### src/hw/cascade_data.hex
// one signed 16-bit word per line, per stage four records of threshold, left leaf, right leaf
// followed by the stage threshold
0100
FFC0
0050
FF00
FFA0
0040
0000
0030
FFD0
0400
0020
FF80
FFF0
0200
FF9C
0064
FE00
0032
FFCE
1000
FFE0
0060
7FFF
0010
8000
0022
F000
0028
FFD8
0080
FFB0
0070
0000
0018
FFF8
0300
FFC4
003C
0024

### src/hw/cascade_pkg.sv
package cascade_pkg;

	// ========================================
	// cascade geometry
	// ========================================
	localparam int NUM_STAGES = 3;
	localparam int NUM_CLASSIFIERS = 4;
	localparam int NUM_FEATURES = NUM_STAGES * NUM_CLASSIFIERS;
	localparam int STAGE_IDX_WIDTH = $clog2(NUM_STAGES);
	localparam int CLASS_IDX_WIDTH = $clog2(NUM_CLASSIFIERS);

	// ========================================
	// database layout
	// ========================================
	// each record holds threshold, left leaf and right leaf in that order
	localparam int WORDS_PER_CLASSIFIER = 3;
	localparam int OFS_THRESHOLD = 0;
	localparam int OFS_LEFT = 1;
	localparam int OFS_RIGHT = 2;
	// the stage threshold follows the last record of its stage
	localparam int OFS_STAGE_THRESHOLD = NUM_CLASSIFIERS * WORDS_PER_CLASSIFIER;
	localparam int WORDS_PER_STAGE = OFS_STAGE_THRESHOLD + 1;
	localparam int DB_WORDS = NUM_FEATURES * WORDS_PER_CLASSIFIER + NUM_STAGES;
	localparam int DB_ADDR_WIDTH = 6;
	localparam string DB_FILE = "/design/src/hw/cascade_data.hex";

	// all words and sums are signed
	localparam int DATA_WIDTH = 16;
	localparam int SUM_WIDTH = 18;
	typedef logic signed [DATA_WIDTH-1:0] data_word_t;
	typedef logic signed [SUM_WIDTH-1:0] stage_sum_t;

endpackage
### src/hw/cascade_if.sv
// record lookup between decode and the database register bank
interface db_if;
	logic [cascade_pkg::STAGE_IDX_WIDTH-1:0] stage;
	logic [cascade_pkg::CLASS_IDX_WIDTH-1:0] classifier;
	cascade_pkg::data_word_t threshold;
	cascade_pkg::data_word_t left;
	cascade_pkg::data_word_t right;
	cascade_pkg::data_word_t stage_threshold;

	modport lookup (output stage, output classifier,
		input threshold, input left, input right, input stage_threshold);
	// the database side answers from its register bank
	modport db_table (input stage, input classifier,
		output threshold, output left, output right, output stage_threshold);
endinterface

// decode hands execute one registered classifier item per valid strobe
interface exec_if;
	logic valid;
	cascade_pkg::data_word_t feature;
	cascade_pkg::data_word_t threshold;
	cascade_pkg::data_word_t left;
	cascade_pkg::data_word_t right;
	logic last_in_stage;
	logic last_in_window;
	cascade_pkg::data_word_t stage_threshold;

	modport source (output valid, output feature, output threshold, output left,
		output right, output last_in_stage, output last_in_window, output stage_threshold);
	modport sink (input valid, input feature, input threshold, input left,
		input right, input last_in_stage, input last_in_window, input stage_threshold);
endinterface

### src/hw/cascade_top.sv
module cascade_top (
	input  logic clk,
	input  logic reset,
	input  logic i_feature_valid,
	input  cascade_pkg::data_word_t i_feature,
	output logic o_load_done,
	output logic o_result_valid,
	output logic [cascade_pkg::NUM_STAGES-1:0] o_stage_pass,
	output logic o_face
);
	import cascade_pkg::*;

	// execute to result
	logic sum_valid;
	stage_sum_t stage_sum;
	data_word_t stage_threshold;
	logic last_stage;

	db_if lookup_bus ();
	exec_if exec_bus ();

	// ========================================
	// classifier database
	// ========================================
	cascade_database u_database (
		.clk         (clk),
		.reset       (reset),
		.o_load_done (o_load_done),
		.i_lookup    (lookup_bus.db_table)
	);

	// ========================================
	// datapath
	// ========================================
	classifier_decode u_decode (
		.clk             (clk),
		.reset           (reset),
		.i_load_done     (o_load_done),
		.i_feature_valid (i_feature_valid),
		.i_feature       (i_feature),
		.o_lookup        (lookup_bus.lookup),
		.o_exec          (exec_bus.source)
	);

	classifier_execute u_execute (
		.clk               (clk),
		.reset             (reset),
		.i_exec            (exec_bus.sink),
		.o_sum_valid       (sum_valid),
		.o_stage_sum       (stage_sum),
		.o_stage_threshold (stage_threshold),
		.o_last_stage      (last_stage)
	);

	stage_result u_result (
		.clk               (clk),
		.reset             (reset),
		.i_sum_valid       (sum_valid),
		.i_stage_sum       (stage_sum),
		.i_stage_threshold (stage_threshold),
		.i_last_stage      (last_stage),
		.o_result_valid    (o_result_valid),
		.o_stage_pass      (o_stage_pass),
		.o_face            (o_face)
	);

endmodule

### src/hw/stage_result.sv
module stage_result (
	input  logic clk,
	input  logic reset,
	input  logic i_sum_valid,
	input  cascade_pkg::stage_sum_t i_stage_sum,
	input  cascade_pkg::data_word_t i_stage_threshold,
	input  logic i_last_stage,
	output logic o_result_valid,
	output logic [cascade_pkg::NUM_STAGES-1:0] o_stage_pass,
	output logic o_face
);
	import cascade_pkg::*;

	logic [STAGE_IDX_WIDTH-1:0] stage_idx;
	logic [NUM_STAGES-1:0] pass_bits;
	logic [NUM_STAGES-1:0] window_bits;
	logic stage_pass;

	// the threshold is sign extended to the sum width before comparing
	assign stage_pass = (i_stage_sum >= stage_sum_t'(i_stage_threshold));

	// pass bits so far with the current stage merged in
	always_comb
	begin
		window_bits = pass_bits;
		window_bits[stage_idx] = stage_pass;
	end

	always_ff @(posedge clk)
	begin
		if (reset)
		begin
			stage_idx <= '0;
			pass_bits <= '0;
			o_result_valid <= 1'b0;
			o_stage_pass <= '0;
			o_face <= 1'b0;
		end
		else
		begin
			o_result_valid <= i_sum_valid && i_last_stage;
			if (i_sum_valid && i_last_stage)
			begin
				stage_idx <= '0;
				pass_bits <= '0;
				o_stage_pass <= window_bits;
				// a face needs every stage to pass
				o_face <= &window_bits;
			end
			else if (i_sum_valid)
			begin
				stage_idx <= stage_idx + 1'b1;
				pass_bits <= window_bits;
			end
		end
	end

endmodule

### src/hw/classifier_execute.sv
module classifier_execute (
	input  logic clk,
	input  logic reset,
	exec_if.sink i_exec,
	output logic o_sum_valid,
	output cascade_pkg::stage_sum_t o_stage_sum,
	output cascade_pkg::data_word_t o_stage_threshold,
	output logic o_last_stage
);
	import cascade_pkg::*;

	data_word_t leaf;
	stage_sum_t running_sum;
	stage_sum_t partial_sum;

	// ========================================
	// leaf selection
	// ========================================
	// strictly below the threshold takes the left leaf, equal goes right
	assign leaf = (i_exec.feature < i_exec.threshold) ? i_exec.left : i_exec.right;
	assign partial_sum = running_sum + stage_sum_t'(leaf);

	// ========================================
	// stage accumulation
	// ========================================
	always_ff @(posedge clk)
	begin
		if (reset)
		begin
			running_sum <= '0;
			o_sum_valid <= 1'b0;
		end
		else
		begin
			o_sum_valid <= i_exec.valid && i_exec.last_in_stage;
			if (i_exec.valid)
			begin
				// the next stage starts from zero
				running_sum <= i_exec.last_in_stage ? '0 : partial_sum;
			end
		end
	end

	// the full stage sum and its threshold are qualified by o_sum_valid
	always_ff @(posedge clk)
	begin
		if (i_exec.valid && i_exec.last_in_stage)
		begin
			o_stage_sum <= partial_sum;
			o_stage_threshold <= i_exec.stage_threshold;
			o_last_stage <= i_exec.last_in_window;
		end
	end

endmodule

### src/hw/classifier_decode.sv
module classifier_decode (
	input  logic clk,
	input  logic reset,
	input  logic i_load_done,
	input  logic i_feature_valid,
	input  cascade_pkg::data_word_t i_feature,
	db_if.lookup o_lookup,
	exec_if.source o_exec
);
	import cascade_pkg::*;

	logic [STAGE_IDX_WIDTH-1:0] stage_idx;
	logic [CLASS_IDX_WIDTH-1:0] class_idx;
	logic accept;
	logic feature_valid_q;
	data_word_t feature_q;
	logic last_in_stage;
	logic last_in_window;

	// strobes that arrive while the bank is still loading are dropped
	assign accept = i_feature_valid && i_load_done;
	assign last_in_stage = (class_idx == CLASS_IDX_WIDTH'(NUM_CLASSIFIERS - 1));
	assign last_in_window = last_in_stage && (stage_idx == STAGE_IDX_WIDTH'(NUM_STAGES - 1));

	assign o_lookup.stage = stage_idx;
	assign o_lookup.classifier = class_idx;

	// an accepted feature waits here for one cycle while its record is looked up
	always_ff @(posedge clk)
	begin
		if (reset)
		begin
			feature_valid_q <= 1'b0;
		end
		else
		begin
			feature_valid_q <= accept;
		end
	end

	always_ff @(posedge clk)
	begin
		if (accept)
		begin
			feature_q <= i_feature;
		end
	end

	// position within the window wraps after the last classifier of the last stage
	always_ff @(posedge clk)
	begin
		if (reset)
		begin
			stage_idx <= '0;
			class_idx <= '0;
		end
		else if (feature_valid_q)
		begin
			if (last_in_stage)
			begin
				class_idx <= '0;
				stage_idx <= last_in_window ? '0 : stage_idx + 1'b1;
			end
			else
			begin
				class_idx <= class_idx + 1'b1;
			end
		end
	end

	always_ff @(posedge clk)
	begin
		if (reset)
		begin
			o_exec.valid <= 1'b0;
		end
		else
		begin
			o_exec.valid <= feature_valid_q;
		end
	end

	// the record is captured alongside its feature for the execute stage
	always_ff @(posedge clk)
	begin
		if (feature_valid_q)
		begin
			o_exec.feature <= feature_q;
			o_exec.threshold <= o_lookup.threshold;
			o_exec.left <= o_lookup.left;
			o_exec.right <= o_lookup.right;
			o_exec.stage_threshold <= o_lookup.stage_threshold;
			o_exec.last_in_stage <= last_in_stage;
			o_exec.last_in_window <= last_in_window;
		end
	end

endmodule

### src/hw/cascade_database.sv
module cascade_database (
	input  logic clk,
	input  logic reset,
	output logic o_load_done,
	db_if.db_table i_lookup
);
	import cascade_pkg::*;

	data_word_t rom [DB_WORDS];
	data_word_t bank [DB_WORDS];
	logic [DB_ADDR_WIDTH-1:0] load_addr;
	logic [DB_ADDR_WIDTH-1:0] stage_base;
	logic [DB_ADDR_WIDTH-1:0] record_base;
	logic [DB_ADDR_WIDTH-1:0] stage_thr_addr;

	// the cascade parameters are fixed at elaboration
	initial
	begin
		$readmemh(DB_FILE, rom);
	end

	// ========================================
	// load sequencer
	// ========================================
	// one word moves from the ROM into the bank per clock, then done holds
	// until the next reset
	always_ff @(posedge clk)
	begin
		if (reset)
		begin
			load_addr <= '0;
			o_load_done <= 1'b0;
			for (int i = 0; i < DB_WORDS; i++)
			begin
				bank[i] <= '0;
			end
		end
		else if (!o_load_done)
		begin
			bank[load_addr] <= rom[load_addr];
			if (load_addr == DB_ADDR_WIDTH'(DB_WORDS - 1))
			begin
				o_load_done <= 1'b1;
			end
			else
			begin
				load_addr <= load_addr + 1'b1;
			end
		end
	end

	// ========================================
	// record lookup
	// ========================================
	// stage and classifier indices map to word addresses in the bank
	always_comb
	begin
		stage_base = DB_ADDR_WIDTH'(i_lookup.stage) * DB_ADDR_WIDTH'(WORDS_PER_STAGE);
		record_base = stage_base
			+ DB_ADDR_WIDTH'(i_lookup.classifier) * DB_ADDR_WIDTH'(WORDS_PER_CLASSIFIER);
		stage_thr_addr = stage_base + DB_ADDR_WIDTH'(OFS_STAGE_THRESHOLD);
	end

	assign i_lookup.threshold = bank[record_base + DB_ADDR_WIDTH'(OFS_THRESHOLD)];
	assign i_lookup.left = bank[record_base + DB_ADDR_WIDTH'(OFS_LEFT)];
	assign i_lookup.right = bank[record_base + DB_ADDR_WIDTH'(OFS_RIGHT)];
	assign i_lookup.stage_threshold = bank[stage_thr_addr];

endmodule

### config.mk
export PLATFORM = sky130hd
export DESIGN_NAME = cascade_top
export DESIGN_NICKNAME = d
export VERILOG_FILES = /design/src/hw/cascade_pkg.sv /design/src/hw/cascade_if.sv /design/src/hw/cascade_top.sv /design/src/hw/stage_result.sv /design/src/hw/classifier_execute.sv /design/src/hw/classifier_decode.sv /design/src/hw/cascade_database.sv
export SDC_FILE = /design/constraint.sdc
export NUM_CORES = 1
export LEC_CHECK = 0
export BUFFER_PORTS_ARGS = -buffer_cell sky130_fd_sc_hd__buf_2
export CORE_UTILIZATION = 54
export CTS_BUF_LIST = sky130_fd_sc_hd__clkbuf_8
export DETAILED_ROUTE_END_ITERATION = 6
export GPL_ROUTABILITY_DRIVEN = 0
export PLACE_DENSITY_LB_ADDON = 0.08
export SYNTH_ARGS = -nofsm -noshare
export SYNTH_HDL_FRONTEND = slang
export SYNTH_SLANG_ARGS = --single-unit
### constraint.sdc
create_clock -name clk -period 1.9 [get_ports clk]
set_clock_uncertainty 0.1 [all_clocks]
set_input_delay 0.19 -clock clk [delete_from_list [all_inputs] [get_ports clk]]
set_output_delay 0.19 -clock clk [all_outputs]
set_load 0.05 [all_outputs]
==> summary.md <==
| Metric | Value |
|---|---|
| Status | finished clean |
| Clk Latency, worst-skew pair | 260 ps |
| Final-report hold violation count | 0 |
| FF+latch count, synth | 27 |
| Crit path cell chain | inv_1, ha_1, nor2b_1, or4_1, o2111ai_1 |
| Syn Area/Cell | 9.89 µm² |
| Syn_nets | around 140 |
| Max-Cap Viols | 0 |
| Synthesized instance count | approximately 110 |
| Sink Count | 27 |
| Core area | between 1500 and 2000 µm² |
| H-tree depth | 1 |
| Async SR Flop Fraction | 0% |
| Sw frac | ~22% |
| Synth-to-Final Area Change | 9.27% |
| Buf+Inv Stages, Crit Path | 1 |
| Post-Syn Area | 1110 µm² |
| Initial antenna violation count | 0 |
| Cell Count, Final, Fillers Out | between 100 and 150 |
| Io pins | 25 |
| Largest net degree at the start of global routing | 28 |
| Crit path DAT | approximately 1600 ps |
| Cell taking the most area after synthesis | dfxtp_1 |
| Vias per cell | 5.20 |
| Worst Setup Path Type | reg -> reg |
| Top-count cell post-synth | dfxtp_1 |
| Yosys top cell area share | a little over two fifths |
| Final setup fails | 0 |
| Yosys warnings | 0 |
| Drt first pass iters | 3 |
| Die height | around 47 µm |
| Leading post-synthesis cells by cell area | dfxtp_1 (43%), edfxtp_1 (8.1%), ha_1 (6.8%), nor2_1 (4.7%), a21oi_1 (3.6%) |
| CTS tree | yes |
| Layout cell share with drive strength beyond 1 | between 10% and 20% |
| Gate power share | between 7 and 8% |
| Max Clk Rate | around 0.64 GHz |
| Cell internal pwr | about 0.00077 W |
| First-pass GRT wire length | 2630 µm |
| Clock power frac | a little under a third |
| Antenna-violating nets left | 0 |
| Vias in the first global route | about 660 |
| Inst Count DP | approximately 140 |
| Total global-route track usage | around 17% |
| Slowest-stage cell, CP | dfxtp_1 |
| Seq/Total Area, Yosys | around half |
| Leakage | about 0.48 nW |
| Gr ovfl total | 0 |
| Num rows | 16 |
| Register share of total power | 62.1% |
| Post-CTS Setup Inserts | 0 |
| Nets | 146 |
| Number of antenna repair diodes | 0 |
| Worst Hold Class | in -> reg |
| Startpoint types | register |
| Req. time, crit path | about 2000 ps |
| Routed vias | around 760 |
| DRC errors left | 0 |
| Cell Pwr Density | between 800 and 900 nW/µm² |
| IR drop worst, VDD | about 0.55 mV |
| DIE WIDTH | about 47 µm |
| Commonest cells post-synth | dfxtp_1 (24), nor2_1 (14), a21oi_1 (8), nand2_1 (8) |
| Net Switching | 0.000221 W |
| Port bufs | 8 |
| Final Cycle Share | between 80% and 90% |
| Fin crit period | roughly 1600 ps |
| Clock Tree Buf Depth | 2 |
| Initial DRC count | 13 |
| Hold_buf cts | 0 |
| CP Capture Type | register |
| Measured slew at the worst slew-check pin | between 400 and 500 ps |
| Die area | 2240 µm² |
| Root Buffer | clkbuf_8 |
| Num CTS Buffers | 3 |
| Starting Density | between 50% and 60% |
| Max-slew violation count | 0 |
| CP Max Fanout | 7 |
| Clock slew at reported path FFs | 90 ps |
| Post-CTS resize count | 0 |
| DP HPWL | 1120 µm |
| Synth cell types | 32 |
| EDFF count, synth | 3 |
| Drt total wl | about 1600 µm |
| Slowest stage delay, CP | roughly 430 ps |
| Setup TNS | 0 ps |
| Rel. slew slack | between 60% and 70% |
| Cell family with most CP delay | simple AND/OR/NAND/NOR gates |
| Top_reg_cell synth | dfxtp_1 |
| Routed WL per cell | 10.9 µm |
| Unrepaired setup endpoints after global routing | false |
## cells in the final DEF (no fill, tap or decap), drive strengths merged
master / Yosys / routed
a21o: 1 / 1
mux2i: 3 / 3
clkbuf: 3 / 3
nor3b: 1 / 1
and2: 2 / 2
o2111ai: 1 / 1
o21ai: 1 / 1
or4: 3 / 3
a211o: 1 / 1
nand2: 9 / 9
a21oi: 9 / 9
ha: 6 / 6
edfxtp: 3 / 3
or3: 1 / 1
nand3b: 1 / 1
nand4b: 4 / 4
and3b: 3 / 3
a31oi: 1 / 1
a221oi: 1 / 1
xor2: 1 / 1
dfxtp: 24 / 24
nor2b: 6 / 6
nor3: 3 / 3
a211oi: 3 / 3
nor2: 14 / 14
buf: 1 / 8
inv: 5 / 6
o21bai: 1 / 1
## worst reg2reg max path, stage by stage (launching register included)
cell and delay (ps):
dfxtp_1 430, inv_1 70, ha_1 180, nor2b_1 170, or4_1 420, o2111ai_1 110
## sequential cells by signal (all words and copies together) (netlist names)
| register | flops |
|---|---|
| u_decode.feature_valid_q | 1 |
| u_result.o_result_valid | 1 |
| u_execute.o_last_stage | 1 |
| u_decode.o_lookup.stage | 2 |
| u_decode.o_lookup.classifier | 2 |
| u_result.o_face | 1 |
| u_decode.o_exec.last_in_stage | 1 |
| u_result.stage_idx | 2 |
| u_execute.o_sum_valid | 1 |
| u_decode.o_exec.valid | 1 |
| u_database.load_addr | 6 |
| u_result.o_stage_pass | 3 |
| u_decode.o_exec.last_in_window | 1 |
| u_result.pass_bits | 3 |
| u_database.o_load_done | 1 |
## cell type report
class / instances / area, µm²
Fill cell: 187 / 732
Sequential cell: 27 / 571
Multi-Input combinational cell: 76 / 502
Clock buffer: 3 / 41.3
Timing Repair Buffer: 8 / 40.0
Tap cell: 27 / 33.8
Inverter: 5 / 18.8
Clock inverter: 1 / 3.75
## path summary, 6_finish.rpt
kind	from	endpoint	slack (ps)	cells past startpoint
min reg2reg	u_decode.o_exec.last_in_window$_DFFE_PP_	u_execute.o_last_stage$_DFFE_PP_	330	0
min	i_feature_valid	u_decode.feature_valid_q$_SDFF_PP0_	60	2
max	u_database.load_addr[0]$_SDFFE_PP0P_	u_database.load_addr[0]$_SDFFE_PP0P_	340	5
max reg2reg	u_database.load_addr[0]$_SDFFE_PP0P_	u_database.load_addr[0]$_SDFFE_PP0P_	340	5
## power by group through the flow
| stage | clock network, W | logic (W) | registers, W |
|---|---|---|---|
| 6_report | 0.000305 | 0.0000707 | 0.000617 |
| 4_1_cts | 0.000320 | 0.0000719 | 0.000616 |
| 3_5_place_dp | 0 | 0.0000708 | 0.000629 |
| 2_1_floorplan | 0 | 0.0000594 | 0.000624 |
| 3_3_place_gp | 0 | 0.0000695 | 0.000628 |
| 5_1_grt | 0.000339 | 0.0000841 | 0.000620 |
## routing by layer
layer	wire, µm	part of all wire, %	vias to the layer above	global-route usage (%)
li1	-	-	408	-
met5	0	0	-	0
met4	7	0.44	0	3.43
met3	30	1.9	2	3.46
met1	802	50	348	18.6
met2	768	48	6	31.5
## stage by stage
stage / util, % / worst slack [ps] / total power, W / hold slack, ps / cell area, µm²
after global routing: 62.3 / 256 / 0.00104 / 72.4 / 1210
after floorplan: - / 432 / 0.000683 / 246 / 1110
after detailed placement: 60.0 / 365 / 0.000700 / 309 / 1160
final: 62.3 / 343 / 0.000992 / 61.4 / 1210
after global placement: 60.0 / 410 / 0.000697 / 304 / 1160
after CTS: 62.3 / 342 / 0.00101 / 56.0 / 1210
## logic make-up after synthesis
family | count (synthesis) | share of synthesized area (%)
AOI/OAI and AO/OA | 19 | 11.2
xor gates and xnor gates | 1 | 0.791
adders and majority gates | 6 | 6.78
buffers and inverters | 9 | 3.16
DFF | 27 | 51.5
muxes | 3 | 2.71
and+or+nand+nor | 47 | 23.8
(Power assumes the default switching activity.)
